`src/common/exec_cfg.svh`:
```
`ifndef EXEC_CFG_SVH
`define EXEC_CFG_SVH

// integer data path width
`define XLEN 32

// multiplier pipeline depth, start to done
`define MUL_LAT 3

// restoring divider steps, one per clock
`define DIV_ITERS 32

`endif

```
`src/common/alu_op_pkg.sv`:
```
package alu_op_pkg;

    typedef enum logic [7:0] {
        OP_NOP   = 8'h00,
        OP_ADD   = 8'h01,
        OP_ADDU  = 8'h02,
        OP_SUB   = 8'h03,
        OP_SUBU  = 8'h04,
        OP_AND   = 8'h05,
        OP_OR    = 8'h06,
        OP_XOR   = 8'h07,
        OP_NOR   = 8'h08,
        OP_SLT   = 8'h09,
        OP_SLTU  = 8'h0a,
        OP_SLL   = 8'h0b,
        OP_SRL   = 8'h0c,
        OP_SRA   = 8'h0d,
        OP_LUI   = 8'h0e,
        OP_TEQ   = 8'h10,
        OP_TNE   = 8'h11,
        OP_MFHI  = 8'h20,
        OP_MFLO  = 8'h21,
        OP_MTHI  = 8'h22,
        OP_MTLO  = 8'h23,
        OP_MULT  = 8'h30,
        OP_MULTU = 8'h31,
        OP_MUL   = 8'h32,
        OP_DIV   = 8'h33,
        OP_DIVU  = 8'h34,
        OP_MADD  = 8'h35,
        OP_MADDU = 8'h36,
        OP_MSUB  = 8'h37,
        OP_MSUBU = 8'h38
    } alu_op_e;

    // multiply/divide ops whose result lands in HI/LO
    function automatic logic is_hilo_md(alu_op_e op);
        return op inside {OP_MULT, OP_MULTU, OP_DIV, OP_DIVU,
                          OP_MADD, OP_MADDU, OP_MSUB, OP_MSUBU};
    endfunction

    // multiply that writes a GPR instead
    function automatic logic is_mul_gpr(alu_op_e op);
        return op == OP_MUL;
    endfunction

endpackage

```
`src/common/exec_pkg.sv`:
```
`include "exec_cfg.svh"

package exec_pkg;
    import alu_op_pkg::*;

    // one lane's issue slot
    typedef struct packed {
        alu_op_e          op;
        logic [`XLEN-1:0] src_a;
        logic [`XLEN-1:0] src_b;
    } lane_req_t;

    typedef struct packed {
        logic [`XLEN-1:0] result;
        logic             overflow;
        logic             trap;
    } lane_res_t;

    // shared by multiplier and divider
    typedef struct packed {
        logic             start_mul;
        logic             start_div;
        logic             is_signed;
        logic [`XLEN-1:0] a;
        logic [`XLEN-1:0] b;
    } md_cmd_t;

endpackage

```
`src/muldiv/mul_pipe.sv`:
```
`timescale 1ns/1ps
`include "exec_cfg.svh"

module mul_pipe
    import exec_pkg::*;
(
    input  logic               clk,
    input  logic               rst_n_i,
    input  logic               flush_i,
    input  md_cmd_t            cmd_i,
    output logic               done_o,
    output logic [2*`XLEN-1:0] prod_o
);

    logic signed [`XLEN:0]     a_ext;
    logic signed [`XLEN:0]     b_ext;
    logic signed [2*`XLEN-1:0] full;
    logic [2*`XLEN-1:0]        prod_q [`MUL_LAT];
    logic [`MUL_LAT-1:0]       valid_q;

    // one extra bit makes a single signed multiply cover both forms
    assign a_ext = {cmd_i.is_signed & cmd_i.a[`XLEN-1], cmd_i.a};
    assign b_ext = {cmd_i.is_signed & cmd_i.b[`XLEN-1], cmd_i.b};
    assign full  = a_ext * b_ext;

    always_ff @(posedge clk) begin
        prod_q[0] <= full;
        for (int i = 1; i < `MUL_LAT; i++) begin
            prod_q[i] <= prod_q[i-1];
        end
    end

    always_ff @(posedge clk) begin
        if (!rst_n_i) begin
            valid_q <= '0;
        end else if (flush_i) begin
            valid_q <= '0;
        end else begin
            valid_q <= {valid_q[`MUL_LAT-2:0], cmd_i.start_mul};
        end
    end

    assign done_o = valid_q[`MUL_LAT-1];
    assign prod_o = prod_q[`MUL_LAT-1];

endmodule

```
`config.mk`:
```
export PLATFORM = sky130hd
export DESIGN_NAME = mul_pipe
export DESIGN_NICKNAME = d
export VERILOG_FILES = /design/src/common/alu_op_pkg.sv /design/src/common/exec_pkg.sv /design/src/muldiv/mul_pipe.sv
export VERILOG_INCLUDE_DIRS = /design/src /design/src/common
export SDC_FILE = /design/constraint.sdc
export NUM_CORES = 2
export LEC_CHECK = 0
export ABC_AREA = 1
export BUFFER_PORTS_ARGS = -buffer_cell sky130_fd_sc_hd__buf_2
export CELL_PAD_IN_SITES_DETAIL_PLACEMENT = 2
export CELL_PAD_IN_SITES_GLOBAL_PLACEMENT = 2
export CORE_MARGIN = 2
export CORE_UTILIZATION = 44
export DETAILED_ROUTE_END_ITERATION = 7
export PLACE_DENSITY_LB_ADDON = 0.1
export SETUP_SLACK_MARGIN = 0.05
export SYNTH_ARGS = -nofsm -noshare
export SYNTH_HDL_FRONTEND = slang
export SYNTH_SLANG_ARGS = --single-unit
```
`constraint.sdc`:
```
create_clock -name clk -period 12.01 [get_ports clk]
set_input_delay 0.6005 -clock clk [delete_from_list [all_inputs] [get_ports clk]]
set_output_delay 0.6005 -clock clk [all_outputs]
set_load 0.02 [all_outputs]
```
==> flow_summary.yaml <==
final_layout:
  final_cell_mix: "inv_1 (1631), nand2_1 (1433), fa_1 (1125), ha_1 (212), dfxtp_1 (195)"
  area_delta_synth_final_pct: 4.015
  fin_nets: 6674
  fillCellCount: 11305
  n_antenna_cell: 0
  final_common_cell: "inv_1"
  drive_above_1_share: 0.05114
timing:
  fmax_ghz: 0.1077
  fin_skew_ns: 0.01228
  setup_tns_ns: 0
  setup_violations: 0
  slew_violations: 0
  period_minus_slack_ns: 9.285
  fin_ws_ns: 2.725
  maxSlewHeadroom: 0.2099
  final.period_utilization: 0.7731
  worst_pin_slew_ns: 1.185
  timing.final.hold_violations: 0
  grt_setup_unrepaired: "no"
grt:
  grt_pass1_wl_mm: 248.3
  grt_pass1_vias: 41785
  grt_busiest_layer: "met2"
  grt_use_met2: 0.6091
  grt_max_degree: 35
  grt_overflow: 0
  grt_use_total: 0.3175
  grt_use_met1: 0.3742
  grtUsageMet3: 0.03259
  grt_antenna_before_repair: 4
clock_network:
  numCtsBuffers: 17
  cts_tree: "yes"
  clk_pin_slew_ns: 0.09
  htree_num_levels: 4
  cts_sinks: 195
  postCtsSetupBuffers: 0
  root_buffer: "clkbuf_16"
  clk_latency_ns: 0.45
  clockBufferDepth: 2
  cts_resized: 0
  hold_buffers: 0
critical_path:
  endpoint_kind: "flip-flop"
  cp.required_ns: 12.36
  worstPathMaxFanout: 34
  cp_common_cell: "fa_1"
  worst_setup_path_start_kind: "input pin"
  cp_slowest_cell: "fa_1"
  cp_data_arrival_time_ns: 9.64
  crit_type: "input pin to flip-flop"
  cp_slowest_stage_delay_ns: 0.69
outcome:
  status: "complete, no violations"
logic_synthesis:
  synth.area.top_cells: "fa_1 (50%), inv_1 (14%), nand2_1 (12%)"
  postSynthCellCount: 5403
  synth_area_um2: 44690
  ys_seq_area_frac: 0.08736
  synth.largest_area_cell: "fa_1"
  netlist.area_leader.share: 0.5040
  syn-num-nets: 6810
  synth_seq_cells: 195
  ys.warnings.count: 0
  synth_cell_types: 34
  syn_avg_cell_area_um2: 8.271
placement:
  dp_slack_ns: 2.278
  dpl.hpwl_mm: 131.3
  port_buffers: 133
  gp_congestion: 0.8962
routing:
  avgViaCountPerCell: 5.052
  drt_iter0_markers: 1352
  wl_per_cell_um: 23.72
  vias: 33533
  drtAntennaViolNets: 0
  drt_wl_total_mm: 157.4
  drt-pass1-iter-count: 5
  drc: 0
die:
  die_area_um2: 104100
  core-area_um2: 100400
  start_util: 0.4449
  die_h_um: 322.7
  rows: 116
  pin_count: 135
  fp.dieW_um: 322.7
run:
  drv_cap: 0
min_path:
  min_path_type: "flip-flop to flip-flop"
==> synth_stat cells <==
cell	instances
inv_1	1631
nand2_1	1433
fa_1	1125
clkbuf_1	257
ha_1	212
dfxtp_1	195
nor2_1	154
a21oi_1	68
nand3_1	65
buf_4	64
xor2_1	38
o21ai_0	27
nand2_2	22
nand4_1	18
o21bai_1	18
nor2_2	17
nand3_2	10
nor3_1	8
xnor2_1	7
or2_2	6
nor2_4	5
buf_2	4
a21o_1	3
o21ai_1	3
a21oi_2	2
nand3b_1	2
nor3_2	2
a21o_2	1
clkinv_1	1
inv_2	1
nor3_4	1
nor4_1	1
o21a_1	1
o21ai_2	1
==> area by class of cell <==
type,instances,area [um2],share of cell area
inverters,1633,6130,0.1319
clock inverters,15,192.7,0.004145
multi-input cells,3250,33190,0.7140
repair buffers,170,943.4,0.02030
flip-flops and latches,195,3904,0.08398
well taps,1357,1698,0.03653
clock buffers,17,425.4,0.009152
==> metal layers <==
layer / vias to the layer above / share of wire
met5: - / 0.00028
met4: 6 / 0.029
met3: 255 / 0.031
met2: 670 / 0.55
met1: 18123 / 0.39
li1: 14479 / -
==> per-stage QoR <==
step / util / area (um2) / instances / hold slack [ns]
after floorplan: - / 44690 / 5403 / 0.3096
after global placement: 0.4566 / 45860 / 6605 / 0.3105
after detailed placement: 0.4566 / 45860 / 6605 / 0.3132
after CTS: 0.4628 / 46480 / 6637 / 0.3250
after global routing: 0.4628 / 46480 / 6637 / 0.3308
final: 0.4628 / 46480 / 6637 / 0.3255
==> sequential cells by signal (all words and copies together) (netlist names) <==
name     count
prod_q     192
valid_q      3
==> critical path, delay by kind of cell <==
family,cells,cell delay [ns]
adders and majority gates,9,4.86
and+or+nand+nor,10,1.57
buffers and inverters,9,2.55
==> logic make-up (layout without fill, tap and decap cells) <==
group / after synthesis / after routing / share of synthesized area
compound gates: 124 / 124 / 0.01546
xor+xnor: 45 / 45 / 0.008820
fa+ha+maj: 1337 / 1337 / 0.5633
buf+inv: 1958 / 1835 / 0.1700
flops: 195 / 195 / 0.08736
simple gates: 1744 / 1744 / 0.1551
==> final timing paths <==
check	start	to	slack, ns	cells after the start
hold / removal	prod_q[0][124]	prod_q[0][188]	0.33	0
setup / recovery	cmd_i[63]	prod_q[0][57]	2.73	28
hold reg to reg	prod_q[0][124]	prod_q[0][188]	0.33	0
setup reg to reg	prod_q[0][59]	prod_q[0][123]	11.46	0
Power is not shown: default switching activity piles up to over one toggle a cycle in this logic, so the estimate is an artifact.
