--- src/common/exec_cfg.svh ---
`ifndef EXEC_CFG_SVH
`define EXEC_CFG_SVH

// integer data path width
`define XLEN 32

// multiplier pipeline depth, start to done
`define MUL_LAT 3

// restoring divider steps, one per clock
`define DIV_ITERS 32

`endif

--- src/common/alu_op_pkg.sv ---
package alu_op_pkg;

    typedef enum logic [7:0] {
        OP_NOP   = 8'h00,
        OP_ADD   = 8'h01,
        OP_ADDU  = 8'h02,
        OP_SUB   = 8'h03,
        OP_SUBU  = 8'h04,
        OP_AND   = 8'h05,
        OP_OR    = 8'h06,
        OP_XOR   = 8'h07,
        OP_NOR   = 8'h08,
        OP_SLT   = 8'h09,
        OP_SLTU  = 8'h0a,
        OP_SLL   = 8'h0b,
        OP_SRL   = 8'h0c,
        OP_SRA   = 8'h0d,
        OP_LUI   = 8'h0e,
        OP_TEQ   = 8'h10,
        OP_TNE   = 8'h11,
        OP_MFHI  = 8'h20,
        OP_MFLO  = 8'h21,
        OP_MTHI  = 8'h22,
        OP_MTLO  = 8'h23,
        OP_MULT  = 8'h30,
        OP_MULTU = 8'h31,
        OP_MUL   = 8'h32,
        OP_DIV   = 8'h33,
        OP_DIVU  = 8'h34,
        OP_MADD  = 8'h35,
        OP_MADDU = 8'h36,
        OP_MSUB  = 8'h37,
        OP_MSUBU = 8'h38
    } alu_op_e;

    // multiply/divide ops whose result lands in HI/LO
    function automatic logic is_hilo_md(alu_op_e op);
        return op inside {OP_MULT, OP_MULTU, OP_DIV, OP_DIVU,
                          OP_MADD, OP_MADDU, OP_MSUB, OP_MSUBU};
    endfunction

    // multiply that writes a GPR instead
    function automatic logic is_mul_gpr(alu_op_e op);
        return op == OP_MUL;
    endfunction

endpackage

--- src/common/exec_pkg.sv ---
`include "exec_cfg.svh"

package exec_pkg;
    import alu_op_pkg::*;

    // one lane's issue slot
    typedef struct packed {
        alu_op_e          op;
        logic [`XLEN-1:0] src_a;
        logic [`XLEN-1:0] src_b;
    } lane_req_t;

    typedef struct packed {
        logic [`XLEN-1:0] result;
        logic             overflow;
        logic             trap;
    } lane_res_t;

    // shared by multiplier and divider
    typedef struct packed {
        logic             start_mul;
        logic             start_div;
        logic             is_signed;
        logic [`XLEN-1:0] a;
        logic [`XLEN-1:0] b;
    } md_cmd_t;

endpackage

--- src/muldiv/div_iter.sv ---
`timescale 1ns/1ps
`include "exec_cfg.svh"

module div_iter
    import exec_pkg::*;
(
    input  logic               clk,
    input  logic               rst_n_i,
    input  logic               flush_i,
    input  md_cmd_t            cmd_i,
    output logic               busy_o,
    output logic               done_o,
    output logic [2*`XLEN-1:0] rem_quot_o
);

    localparam int CNT_W = $clog2(`DIV_ITERS);

    logic [`XLEN-1:0] a_abs;
    logic [`XLEN-1:0] b_abs;
    logic [`XLEN-1:0] rem_q;
    logic [`XLEN-1:0] quot_q;
    logic [`XLEN-1:0] dvsr_q;
    logic             quot_neg_q;
    logic             rem_neg_q;
    logic [`XLEN:0]   shifted;
    logic [`XLEN:0]   trial;
    logic             fits;
    logic [CNT_W-1:0] cnt_q;
    logic             busy_q;
    logic             done_q;

    assign a_abs = (cmd_i.is_signed && cmd_i.a[`XLEN-1]) ? -cmd_i.a : cmd_i.a;
    assign b_abs = (cmd_i.is_signed && cmd_i.b[`XLEN-1]) ? -cmd_i.b : cmd_i.b;

    // restoring step, next dividend bit shifted in from the quotient
    assign shifted = {rem_q, quot_q[`XLEN-1]};
    assign trial   = shifted - {1'b0, dvsr_q};
    assign fits    = shifted >= {1'b0, dvsr_q};

    always_ff @(posedge clk) begin
        if (!rst_n_i) begin
            busy_q <= 1'b0;
            done_q <= 1'b0;
            cnt_q  <= '0;
        end else if (flush_i) begin
            busy_q <= 1'b0;
            done_q <= 1'b0;
        end else begin
            done_q <= 1'b0;
            if (cmd_i.start_div) begin
                busy_q <= 1'b1;
                cnt_q  <= '0;
            end else if (busy_q) begin
                cnt_q <= cnt_q + 1'b1;
                if (cnt_q == CNT_W'(`DIV_ITERS - 1)) begin
                    busy_q <= 1'b0;
                    done_q <= 1'b1;
                end
            end
        end
    end

    always_ff @(posedge clk) begin
        if (cmd_i.start_div) begin
            rem_q      <= '0;
            quot_q     <= a_abs;
            dvsr_q     <= b_abs;
            quot_neg_q <= cmd_i.is_signed & (cmd_i.a[`XLEN-1] ^ cmd_i.b[`XLEN-1]);
            rem_neg_q  <= cmd_i.is_signed & cmd_i.a[`XLEN-1];
        end else if (busy_q) begin
            rem_q  <= fits ? trial[`XLEN-1:0] : shifted[`XLEN-1:0];
            quot_q <= {quot_q[`XLEN-2:0], fits};
        end
    end

    // truncate toward zero, remainder follows the dividend
    assign rem_quot_o = {rem_neg_q ? -rem_q : rem_q, quot_neg_q ? -quot_q : quot_q};
    assign busy_o     = busy_q;
    assign done_o     = done_q;

endmodule

--- config.mk ---
export PLATFORM = sky130hd
export DESIGN_NAME = div_iter
export DESIGN_NICKNAME = d
export VERILOG_FILES = /design/src/common/alu_op_pkg.sv /design/src/common/exec_pkg.sv /design/src/muldiv/div_iter.sv
export VERILOG_INCLUDE_DIRS = /design/src /design/src/common
export SDC_FILE = /design/constraint.sdc
export NUM_CORES = 1
export LEC_CHECK = 0
export BUFFER_PORTS_ARGS = -buffer_cell sky130_fd_sc_hd__buf_4
export CAP_MARGIN = 20
export CORE_ASPECT_RATIO = 0.75
export CORE_MARGIN = 8
export CORE_UTILIZATION = 50
export CTS_BUF_LIST = sky130_fd_sc_hd__clkbuf_8
export CTS_CLUSTER_DIAMETER = 120
export CTS_CLUSTER_SIZE = 24
export DETAILED_ROUTE_END_ITERATION = 8
export GPL_TIMING_DRIVEN = 0
export HOLD_SLACK_MARGIN = 0.1
export PLACE_DENSITY = 0.72
export SETUP_SLACK_MARGIN = 0.2
export SLEW_MARGIN = 20
export SYNTH_ARGS = -nofsm -noshare
export SYNTH_HDL_FRONTEND = slang
export SYNTH_SLANG_ARGS = --single-unit
export TNS_END_PERCENT = 100
--- constraint.sdc ---
create_clock -name clk -period 3.3 [get_ports clk]
set_input_delay 0.495 -clock clk [delete_from_list [all_inputs] [get_ports clk]]
set_output_delay 0.495 -clock clk [all_outputs]
set_load 0.01 [all_outputs]
==> flow_results.xml, run 1 <==
<?xml version="1.0" encoding="UTF-8"?>
<metrics>
  <group name="outcome">
    <metric name="run_status" unit="">finished, violations left</metric>
    <metric name="failed_checks" unit="">negative setup slack</metric>
  </group>
  <group name="setup_path">
    <metric name="setup.reg_to_reg.worst_slack" unit="ns">0.23</metric>
    <metric name="cp_cell_sequence" unit="">buf_6 -&gt; nor4_4 -&gt; nand4b_1 -&gt; or3_1 -&gt; or4_4 -&gt; or2_4 -&gt; or3_4 -&gt; o31ai_4 -&gt; xnor2_2 -&gt; buf_4</metric>
    <metric name="cp.arrival" unit="ns">3.37</metric>
    <metric name="crit_slowest_cell" unit="">sky130_fd_sc_hd__or4_4</metric>
    <metric name="critPathMaxFanout" unit="">3</metric>
    <metric name="crit-reg2reg-capture" unit="">rem_q[0]</metric>
    <metric name="worst_setup_path_end_kind" unit="">output port</metric>
    <metric name="critical_path_class" unit="">register to output port</metric>
    <metric name="regToRegStartpoint" unit="">dvsr_q[12]</metric>
    <metric name="worst-r2r-cell-count" unit="">11</metric>
    <metric name="worstSetupStartpointType" unit="">register</metric>
    <metric name="cp.required" unit="ns">2.80</metric>
    <metric name="crit_path_max_incr_delay" unit="ns">0.45</metric>
  </group>
  <group name="synth">
    <metric name="synth.avg_cell_area" unit="µm²">8.24</metric>
    <metric name="synth-edff-count" unit="">66</metric>
    <metric name="synth.yosys.warnings" unit="">0</metric>
    <metric name="postSynthRegisterBits" unit="">105</metric>
    <metric name="synth-async-reset-ratio" unit="%">0</metric>
    <metric name="synth.cell_area" unit="µm²">8550</metric>
    <metric name="synthCells" unit="">1037</metric>
    <metric name="netlist-cell-type-count" unit="">70</metric>
    <metric name="synth-main-ff-cell" unit="">sky130_fd_sc_hd__edfxtp_1</metric>
    <metric name="syn_nets" unit="">1146</metric>
    <metric name="portion_of_the_post_synthesis_area_used_by_sequential_elements" unit="%">32.3</metric>
  </group>
  <group name="clock_network">
    <metric name="number_of_clock_sinks" unit="">105</metric>
    <metric name="cts_inserted_buffers" unit="">9</metric>
    <metric name="root_buffer" unit="">sky130_fd_sc_hd__clkbuf_8</metric>
    <metric name="clk_path_buf_depth" unit="">2</metric>
    <metric name="worst_setup_hold_path_clk_slew" unit="ns">0.12</metric>
    <metric name="clk_latency" unit="ns">0.41</metric>
    <metric name="cts_max_level" unit="">3</metric>
    <metric name="number_of_hold_buffers_added_after_cts" unit="">0</metric>
    <metric name="cts_tree" unit="">built</metric>
  </group>
  <group name="drt">
    <metric name="total_iterations_of_the_first_detailed_routing_run" unit="">5</metric>
    <metric name="wire_length_reported_by_the_detailed_router" unit="µm">27800</metric>
    <metric name="detailroute.via_count" unit="">8685</metric>
    <metric name="drt-vias-per-instance" unit="">5.94</metric>
    <metric name="number_of_drc_violations_after_detailed_routing" unit="">0</metric>
    <metric name="routedWlPerCell" unit="µm">19.0</metric>
    <metric name="drt-initial-drc-count" unit="">914</metric>
    <metric name="final_antenna_net_count" unit="">0</metric>
  </group>
  <group name="layout">
    <metric name="drive_gt1_share" unit="%">29.2</metric>
    <metric name="finalInstanceArea" unit="µm²">11400</metric>
    <metric name="area_overhead_of_the_layout_relative_to_synthesis" unit="%">33.0</metric>
    <metric name="nets" unit="">1350</metric>
    <metric name="final_core_utilization" unit="%">67.8</metric>
    <metric name="diodes" unit="">0</metric>
  </group>
  <group name="power">
    <metric name="power.internal" unit="mW">2.74</metric>
    <metric name="static-leakage-power" unit="nW">4.52</metric>
    <metric name="power.switching_fraction" unit="%">37.2</metric>
    <metric name="switchingPower" unit="mW">1.62</metric>
    <metric name="seqPwrFrac" unit="%">38.2</metric>
    <metric name="share_comb_of_total_power" unit="%">42.5</metric>
    <metric name="power.share.clock" unit="%">19.2</metric>
    <metric name="vdd_ir_drop_max" unit="V">0.000210</metric>
    <metric name="power_density" unit="nW/µm²">384</metric>
  </group>
  <group name="global_route">
    <metric name="first_pass_grt_wire_length" unit="µm">40900</metric>
    <metric name="gr-total-overflow" unit="">0</metric>
    <metric name="track_usage" unit="%">23.6</metric>
    <metric name="grt_start_max_net_pins" unit="">37</metric>
    <metric name="via_count_of_the_first_global_routing_pass" unit="">7667</metric>
    <metric name="grt_antenna_before_repair" unit="">0</metric>
  </group>
  <group name="placement">
    <metric name="post_dp_cell_area" unit="µm²">9820</metric>
    <metric name="buffer_ports.inserted" unit="">134</metric>
    <metric name="gp_routability_congestion" unit="">0.936</metric>
    <metric name="hpwl" unit="µm">20200</metric>
  </group>
  <group name="floorplan">
    <metric name="die_x" unit="µm">167</metric>
    <metric name="initial_utilization" unit="%">50.9</metric>
    <metric name="rows" unit="">41</metric>
    <metric name="coreArea" unit="µm²">16800</metric>
    <metric name="die-height" unit="µm">129</metric>
    <metric name="boundaryPins" unit="">136</metric>
    <metric name="dieArea" unit="µm²">21600</metric>
  </group>
  <group name="timing">
    <metric name="fin_crit_sh" unit="%">117</metric>
    <metric name="finalClockSkew" unit="ns">0.0193</metric>
    <metric name="grt_setup_unrepaired" unit="">yes</metric>
    <metric name="report.final.slew_viol_count" unit="">0</metric>
    <metric name="achievable-frequency" unit="GHz">0.258</metric>
    <metric name="finalHoldViolations" unit="">0</metric>
    <metric name="worst_slew_pin_slew" unit="ns">1.01</metric>
    <metric name="finalWorstSetupSlack" unit="ns">-0.569</metric>
    <metric name="max_slew_margin" unit="%">32.4</metric>
    <metric name="timing.final.setup_violations" unit="">18</metric>
    <metric name="fin_setup_tns" unit="ns">-5.31</metric>
    <metric name="finalCriticalPeriod" unit="ns">3.87</metric>
  </group>
  <group name="min_path">
    <metric name="holdCritStartpoint" unit="">cmd_i[0]</metric>
    <metric name="hold_depth" unit="">1</metric>
    <metric name="holdCritPathClass" unit="">input port to register</metric>
    <metric name="worstHoldEndpoint" unit="">dvsr_q[0]</metric>
  </group>
  <group name="job">
    <metric name="max-cap-violations" unit="">0</metric>
  </group>
</metrics>
## registers in the layout, summed over array words and instances (netlist names)
signal / count
rem_q: 32
dvsr_q: 32
busy_o: 1
quot_q: 32
done_o: 1
cnt_q: 5
quot_neg_q: 1
rem_neg_q: 1
## cell usage after synthesis, types with 3 or more instances
cell | n | area (µm²)
sky130_fd_sc_hd__a211o_1 | 4 | 35.0
sky130_fd_sc_hd__a211oi_1 | 16 | 120
sky130_fd_sc_hd__a21o_1 | 11 | 82.6
sky130_fd_sc_hd__a21oi_1 | 93 | 465
sky130_fd_sc_hd__a221oi_1 | 3 | 26.3
sky130_fd_sc_hd__a311oi_1 | 23 | 201
sky130_fd_sc_hd__a31o_2 | 3 | 26.3
sky130_fd_sc_hd__a31oi_1 | 5 | 31.3
sky130_fd_sc_hd__and2_1 | 7 | 43.8
sky130_fd_sc_hd__and3_1 | 6 | 37.5
sky130_fd_sc_hd__buf_4 | 5 | 37.5
sky130_fd_sc_hd__clkbuf_1 | 36 | 135
sky130_fd_sc_hd__dfxtp_1 | 39 | 781
sky130_fd_sc_hd__edfxtp_1 | 66 | 1980
sky130_fd_sc_hd__ha_1 | 38 | 475
sky130_fd_sc_hd__inv_1 | 59 | 221
sky130_fd_sc_hd__mux2i_1 | 3 | 30.0
sky130_fd_sc_hd__nand2_1 | 113 | 424
sky130_fd_sc_hd__nand2b_1 | 15 | 93.8
sky130_fd_sc_hd__nand3_1 | 15 | 75.1
sky130_fd_sc_hd__nand4_1 | 6 | 37.5
sky130_fd_sc_hd__nor2_1 | 112 | 420
sky130_fd_sc_hd__nor2b_1 | 4 | 25.0
sky130_fd_sc_hd__nor3_1 | 22 | 110
sky130_fd_sc_hd__nor3b_1 | 4 | 30.0
sky130_fd_sc_hd__nor4_1 | 14 | 87.6
sky130_fd_sc_hd__o211ai_1 | 7 | 52.6
sky130_fd_sc_hd__o21ai_0 | 48 | 240
sky130_fd_sc_hd__o21bai_1 | 5 | 37.5
sky130_fd_sc_hd__o31ai_1 | 25 | 188
sky130_fd_sc_hd__o41ai_1 | 13 | 114
sky130_fd_sc_hd__or2_2 | 5 | 31.3
sky130_fd_sc_hd__or3_1 | 13 | 81.3
sky130_fd_sc_hd__or4_1 | 12 | 90.1
sky130_fd_sc_hd__xnor2_1 | 113 | 990
sky130_fd_sc_hd__xor2_1 | 29 | 254
## metrics by stage
stage | total power, mW | setup slack [ns] | hold WS [ns] | cells
detailed placement | 3.16 | -0.206 | 0.472 | 1386
global placement | 3.14 | -0.159 | 0.475 | 1386
CTS | 4.12 | -0.484 | 0.283 | 1424
finish | 4.36 | -0.569 | 0.294 | 1461
global route | 4.56 | -0.687 | 0.287 | 1461
floorplan | 2.56 | 0.231 | 0.445 | 1037
## worst max path at each step
stage	start	endpoint	slack [ns]
2_1_floorplan	rem_q[6]	rem_quot_o[61]	0.23
3_3_place_gp	rem_q[0]	rem_quot_o[60]	-0.16
3_5_place_dp	rem_q[6]	rem_quot_o[61]	-0.21
4_1_cts	rem_q[6]	rem_quot_o[61]	-0.48
5_1_grt	rem_q[6]	rem_quot_o[63]	-0.69
6_report	rem_q[6]	rem_quot_o[61]	-0.57
## final cells by class
cell class / instances / area (µm²)
multi-input cells: 827 / 6160
fillers: 1366 / 5410
flip-flops and latches: 105 / 2800
repair buffers: 193 / 1490
well taps: 215 / 269
plain buffers: 46 / 229
inverters: 59 / 224
clock buffers: 9 / 124
clock inverters: 7 / 68.8
## cells by family (layout without fill, tap and decap cells)
family          count (synthesis)  in the layout  share of synthesized area (%)
compound gates                281            281                           21.8
buf+inv                       105            314                           4.95
fa+ha+maj                      39             39                           5.80
xor+xnor                      142            142                           14.6
simple gates                  361            361                           20.0
flops                         105            105                           32.3
mux                             4              4                          0.483
## power groups by stage
stage | registers [mW] | logic [mW] | clock network, mW
6_report | 1.67 | 1.85 | 0.839
5_1_grt | 1.68 | 1.99 | 0.889
4_1_cts | 1.65 | 1.63 | 0.844
3_5_place_dp | 1.67 | 1.49 | 0
3_3_place_gp | 1.66 | 1.48 | 0
2_1_floorplan | 1.63 | 0.932 | 0
## layer usage
layer | up-vias | track usage, % | part of all wire, %
li1 | 4180 | - | -
met1 | 4029 | 35.7 | 46
met2 | 437 | 33.8 | 42
met3 | 39 | 4.59 | 11
met4 | 0 | 5.65 | 1.6
met5 | - | 0 | 0
## timing repair
| item | 4_1_cts | 5_1_grt |
|---|---|---|
| setup buffers | 22 | 35 |
| endpoints found under the setup margin | 64 | 66 |
| gates cloned | 0 | 2 |
| gates resized for setup | 92 | 115 |
| pin swaps | 23 | 42 |
## critical path, delay by kind of cell (launching register included)
kind	cells	cell delay (ns)
buf+inv	2	0.26
flops	1	0.34
compound gates	1	0.22
simple gates	6	1.98
xor+xnor	1	0.15
## cells in the final DEF (no fill, tap or decap), types with 12 or more instances in the layout
| cell type | count |
|---|---|
| sky130_fd_sc_hd__a21oi_1 | 88 |
| sky130_fd_sc_hd__a311oi_1 | 18 |
| sky130_fd_sc_hd__buf_4 | 186 |
| sky130_fd_sc_hd__buf_6 | 13 |
| sky130_fd_sc_hd__clkbuf_1 | 29 |
| sky130_fd_sc_hd__dfxtp_1 | 20 |
| sky130_fd_sc_hd__dfxtp_2 | 13 |
| sky130_fd_sc_hd__edfxtp_1 | 66 |
| sky130_fd_sc_hd__ha_1 | 29 |
| sky130_fd_sc_hd__inv_1 | 56 |
| sky130_fd_sc_hd__nand2_1 | 105 |
| sky130_fd_sc_hd__nor2_1 | 111 |
| sky130_fd_sc_hd__nor3_1 | 16 |
| sky130_fd_sc_hd__o21ai_0 | 38 |
| sky130_fd_sc_hd__o31ai_1 | 16 |
| sky130_fd_sc_hd__xnor2_1 | 101 |
| sky130_fd_sc_hd__xnor2_2 | 12 |
| sky130_fd_sc_hd__xor2_1 | 29 |
Note: power is estimated with default switching activity, not from simulation.
==> run 2, diff against run 1 <==
Settings changed: SKIP_LAST_GASP set to 1.
==> run 2 against run 1 <==
Net effect:
- flip-flop and latch count unchanged
- highest routed layer unchanged
- largest cell class unchanged
- cell count unchanged
- largest power group unchanged
- via count decreased by 0.17%
- critical endpoint unchanged
- sequential power about the same
- hold slack improved by 0.0052 ns
- clock skew decreased by 0.0024 ns
- the flow still finishes with violations (negative setup slack)
- critical path type unchanged
==> flow_results.xml, run 2 (synthesis gave the netlist of run 1 again) <==
<?xml version="1.0" encoding="UTF-8"?>
<metrics>
  <group name="drt">
    <metric name="drt-vias-per-instance" unit="">5.93</metric>
    <metric name="total_iterations_of_the_first_detailed_routing_run" unit="">5</metric>
    <metric name="drt-initial-drc-count" unit="">895</metric>
    <metric name="wire_length_reported_by_the_detailed_router" unit="µm">27400</metric>
    <metric name="routedWlPerCell" unit="µm">18.7</metric>
    <metric name="final_antenna_net_count" unit="">0</metric>
    <metric name="detailroute.via_count" unit="">8670</metric>
    <metric name="number_of_drc_violations_after_detailed_routing" unit="">0</metric>
  </group>
  <group name="timing">
    <metric name="worst_slew_pin_slew" unit="ns">1.00</metric>
    <metric name="fin_setup_tns" unit="ns">-5.59</metric>
    <metric name="finalClockSkew" unit="ns">0.0168</metric>
    <metric name="grt_setup_unrepaired" unit="">yes</metric>
    <metric name="max_slew_margin" unit="%">33.0</metric>
    <metric name="finalWorstSetupSlack" unit="ns">-0.579</metric>
    <metric name="achievable-frequency" unit="GHz">0.258</metric>
    <metric name="finalHoldWorstSlack" unit="ns">0.299</metric>
    <metric name="fin_crit_sh" unit="%">118</metric>
    <metric name="finalCriticalPeriod" unit="ns">3.88</metric>
    <metric name="report.final.slew_viol_count" unit="">0</metric>
    <metric name="timing.final.setup_violations" unit="">18</metric>
    <metric name="finalHoldViolations" unit="">0</metric>
  </group>
  <group name="floorplan">
    <metric name="dieArea" unit="µm²">21600</metric>
    <metric name="boundaryPins" unit="">136</metric>
    <metric name="initial_utilization" unit="%">50.9</metric>
    <metric name="die_x" unit="µm">167</metric>
    <metric name="coreArea" unit="µm²">16800</metric>
    <metric name="rows" unit="">41</metric>
    <metric name="die-height" unit="µm">129</metric>
  </group>
  <group name="placement">
    <metric name="buffer_ports.inserted" unit="">134</metric>
    <metric name="dp_slack" unit="ns">-0.206</metric>
    <metric name="gp_routability_congestion" unit="">0.936</metric>
    <metric name="post_dp_cell_area" unit="µm²">9820</metric>
    <metric name="placed_cell_count" unit="">1386</metric>
    <metric name="hpwl" unit="µm">20200</metric>
  </group>
  <group name="setup_path">
    <metric name="crit_path_max_incr_delay" unit="ns">0.45</metric>
    <metric name="cp_cell_sequence" unit="">buf_6 -&gt; nor4_4 -&gt; nand4b_1 -&gt; or3_1 -&gt; or4_4 -&gt; or2_4 -&gt; or3_4 -&gt; o31ai_4 -&gt; xnor2_1 -&gt; buf_4</metric>
    <metric name="worst-r2r-cell-count" unit="">10</metric>
    <metric name="cp.required" unit="ns">2.80</metric>
    <metric name="critical_path_class" unit="">register to output port</metric>
    <metric name="crit-reg2reg-capture" unit="">rem_q[28]</metric>
    <metric name="setup.reg_to_reg.worst_slack" unit="ns">0.22</metric>
    <metric name="worstSetupStartpointType" unit="">register</metric>
    <metric name="worst_setup_path_end_kind" unit="">output port</metric>
    <metric name="critPathMaxFanout" unit="">3</metric>
    <metric name="regToRegStartpoint" unit="">dvsr_q[0]</metric>
    <metric name="cp.arrival" unit="ns">3.38</metric>
    <metric name="crit_slowest_cell" unit="">sky130_fd_sc_hd__or4_4</metric>
  </group>
  <group name="layout">
    <metric name="fin_cells" unit="">1461</metric>
    <metric name="biggestRegsByFlops" unit="">dvsr_q x32, quot_q x32, rem_q x32</metric>
    <metric name="layout.cells.most_common" unit="">sky130_fd_sc_hd__buf_4</metric>
    <metric name="layout.cells.most_common_list" unit="">sky130_fd_sc_hd__buf_4 (185), sky130_fd_sc_hd__nor2_1 (111), sky130_fd_sc_hd__nand2_1 (105)</metric>
    <metric name="drive_gt1_share" unit="%">28.5</metric>
    <metric name="final_core_utilization" unit="%">67.2</metric>
    <metric name="area_overhead_of_the_layout_relative_to_synthesis" unit="%">32.0</metric>
    <metric name="nets" unit="">1350</metric>
    <metric name="finalInstanceArea" unit="µm²">11300</metric>
    <metric name="diodes" unit="">0</metric>
  </group>
  <group name="global_route">
    <metric name="gr-total-overflow" unit="">0</metric>
    <metric name="track_usage" unit="%">23.6</metric>
    <metric name="first_pass_grt_wire_length" unit="µm">40900</metric>
    <metric name="via_count_of_the_first_global_routing_pass" unit="">7667</metric>
    <metric name="grt_start_max_net_pins" unit="">37</metric>
    <metric name="grt_antenna_before_repair" unit="">0</metric>
  </group>
  <group name="job">
    <metric name="max-cap-violations" unit="">0</metric>
  </group>
  <group name="min_path">
    <metric name="hold_depth" unit="">1</metric>
    <metric name="worstHoldEndpoint" unit="">dvsr_q[0]</metric>
    <metric name="holdCritPathClass" unit="">input port to register</metric>
    <metric name="holdCritStartpoint" unit="">cmd_i[0]</metric>
  </group>
  <group name="power">
    <metric name="report.power.total" unit="mW">4.32</metric>
    <metric name="power_density" unit="nW/µm²">383</metric>
    <metric name="vdd_ir_drop_max" unit="V">0.000211</metric>
    <metric name="static-leakage-power" unit="nW">4.49</metric>
  </group>
  <group name="clock_network">
    <metric name="cts_tree" unit="">built</metric>
    <metric name="worst_setup_hold_path_clk_slew" unit="ns">0.11</metric>
    <metric name="number_of_clock_sinks" unit="">105</metric>
    <metric name="cts_inserted_buffers" unit="">9</metric>
    <metric name="clk_path_buf_depth" unit="">2</metric>
    <metric name="clk_latency" unit="ns">0.40</metric>
    <metric name="root_buffer" unit="">sky130_fd_sc_hd__clkbuf_8</metric>
    <metric name="cts_max_level" unit="">3</metric>
  </group>
  <group name="outcome">
    <metric name="failed_checks" unit="">negative setup slack</metric>
    <metric name="run_status" unit="">finished, violations left</metric>
  </group>
</metrics>
[run 2: changes by cell type in the layout (fill, tap and decap cells not counted), moves of 2 or more]
cell	change
sky130_fd_sc_hd__xnor2_1	+3
sky130_fd_sc_hd__xnor2_2	-3
sky130_fd_sc_hd__dfxtp_1	+2
sky130_fd_sc_hd__o31ai_1	+2
sky130_fd_sc_hd__o31ai_4	-2
[run 2: power breakdown]
part           leakage, nW  switching, mW  internal (mW)
clock                0.103          0.480          0.352
combinational         3.42          0.971          0.849
sequential           0.970          0.139           1.53
[run 2: worst max-delay path, delay by kind of cell, from the launching register on]
family,cells,cell delay [ns]
buf+inv,2,0.28
flops,1,0.34
xor+xnor,1,0.18
simple gates,6,1.98
compound gates,1,0.20
[run 2: layer usage]
metal  GRT usage (%)  routed length [µm]  up-vias  share of wire [%]
met5               0                   0        -                  0
met4            5.65                 487        0                1.8
met3            4.59                2850       46                 10
met2            33.8               11200      427                 41
met1            35.7               12800     4023                 47
li1                -                   -     4174                  -
[run 2: worst max-delay path by stage]
stage / start / end / slack [ns] / depth (start not counted)
finish: rem_q[6] / rem_quot_o[61] / -0.58 / 10
global route: rem_q[6] / rem_quot_o[61] / -0.69 / 10
CTS: rem_q[6] / rem_quot_o[61] / -0.50 / 10
detailed placement: rem_q[6] / rem_quot_o[61] / -0.21 / 10
global placement: rem_q[0] / rem_quot_o[60] / -0.16 / 10
floorplan: rem_q[6] / rem_quot_o[61] / 0.23 / 9
[run 2: layout make-up]
cell class / count / area, µm²
plain buffers: 46 / 229
clock buffers: 9 / 124
clock inverters: 7 / 68.8
fillers: 1382 / 5500
inverters: 59 / 224
multi-input cells: 827 / 6080
flip-flops and latches: 105 / 2800
well taps: 215 / 269
repair buffers: 193 / 1480
[run 2: what timing repair did]
action | CTS | global route
pin swaps | 23 | 40
cloned | 0 | 2
hold buffers | 0 | 0
resized for setup | 91 | 100
buffers inserted | 22 | 35
endpoints found under the setup margin | 64 | 66
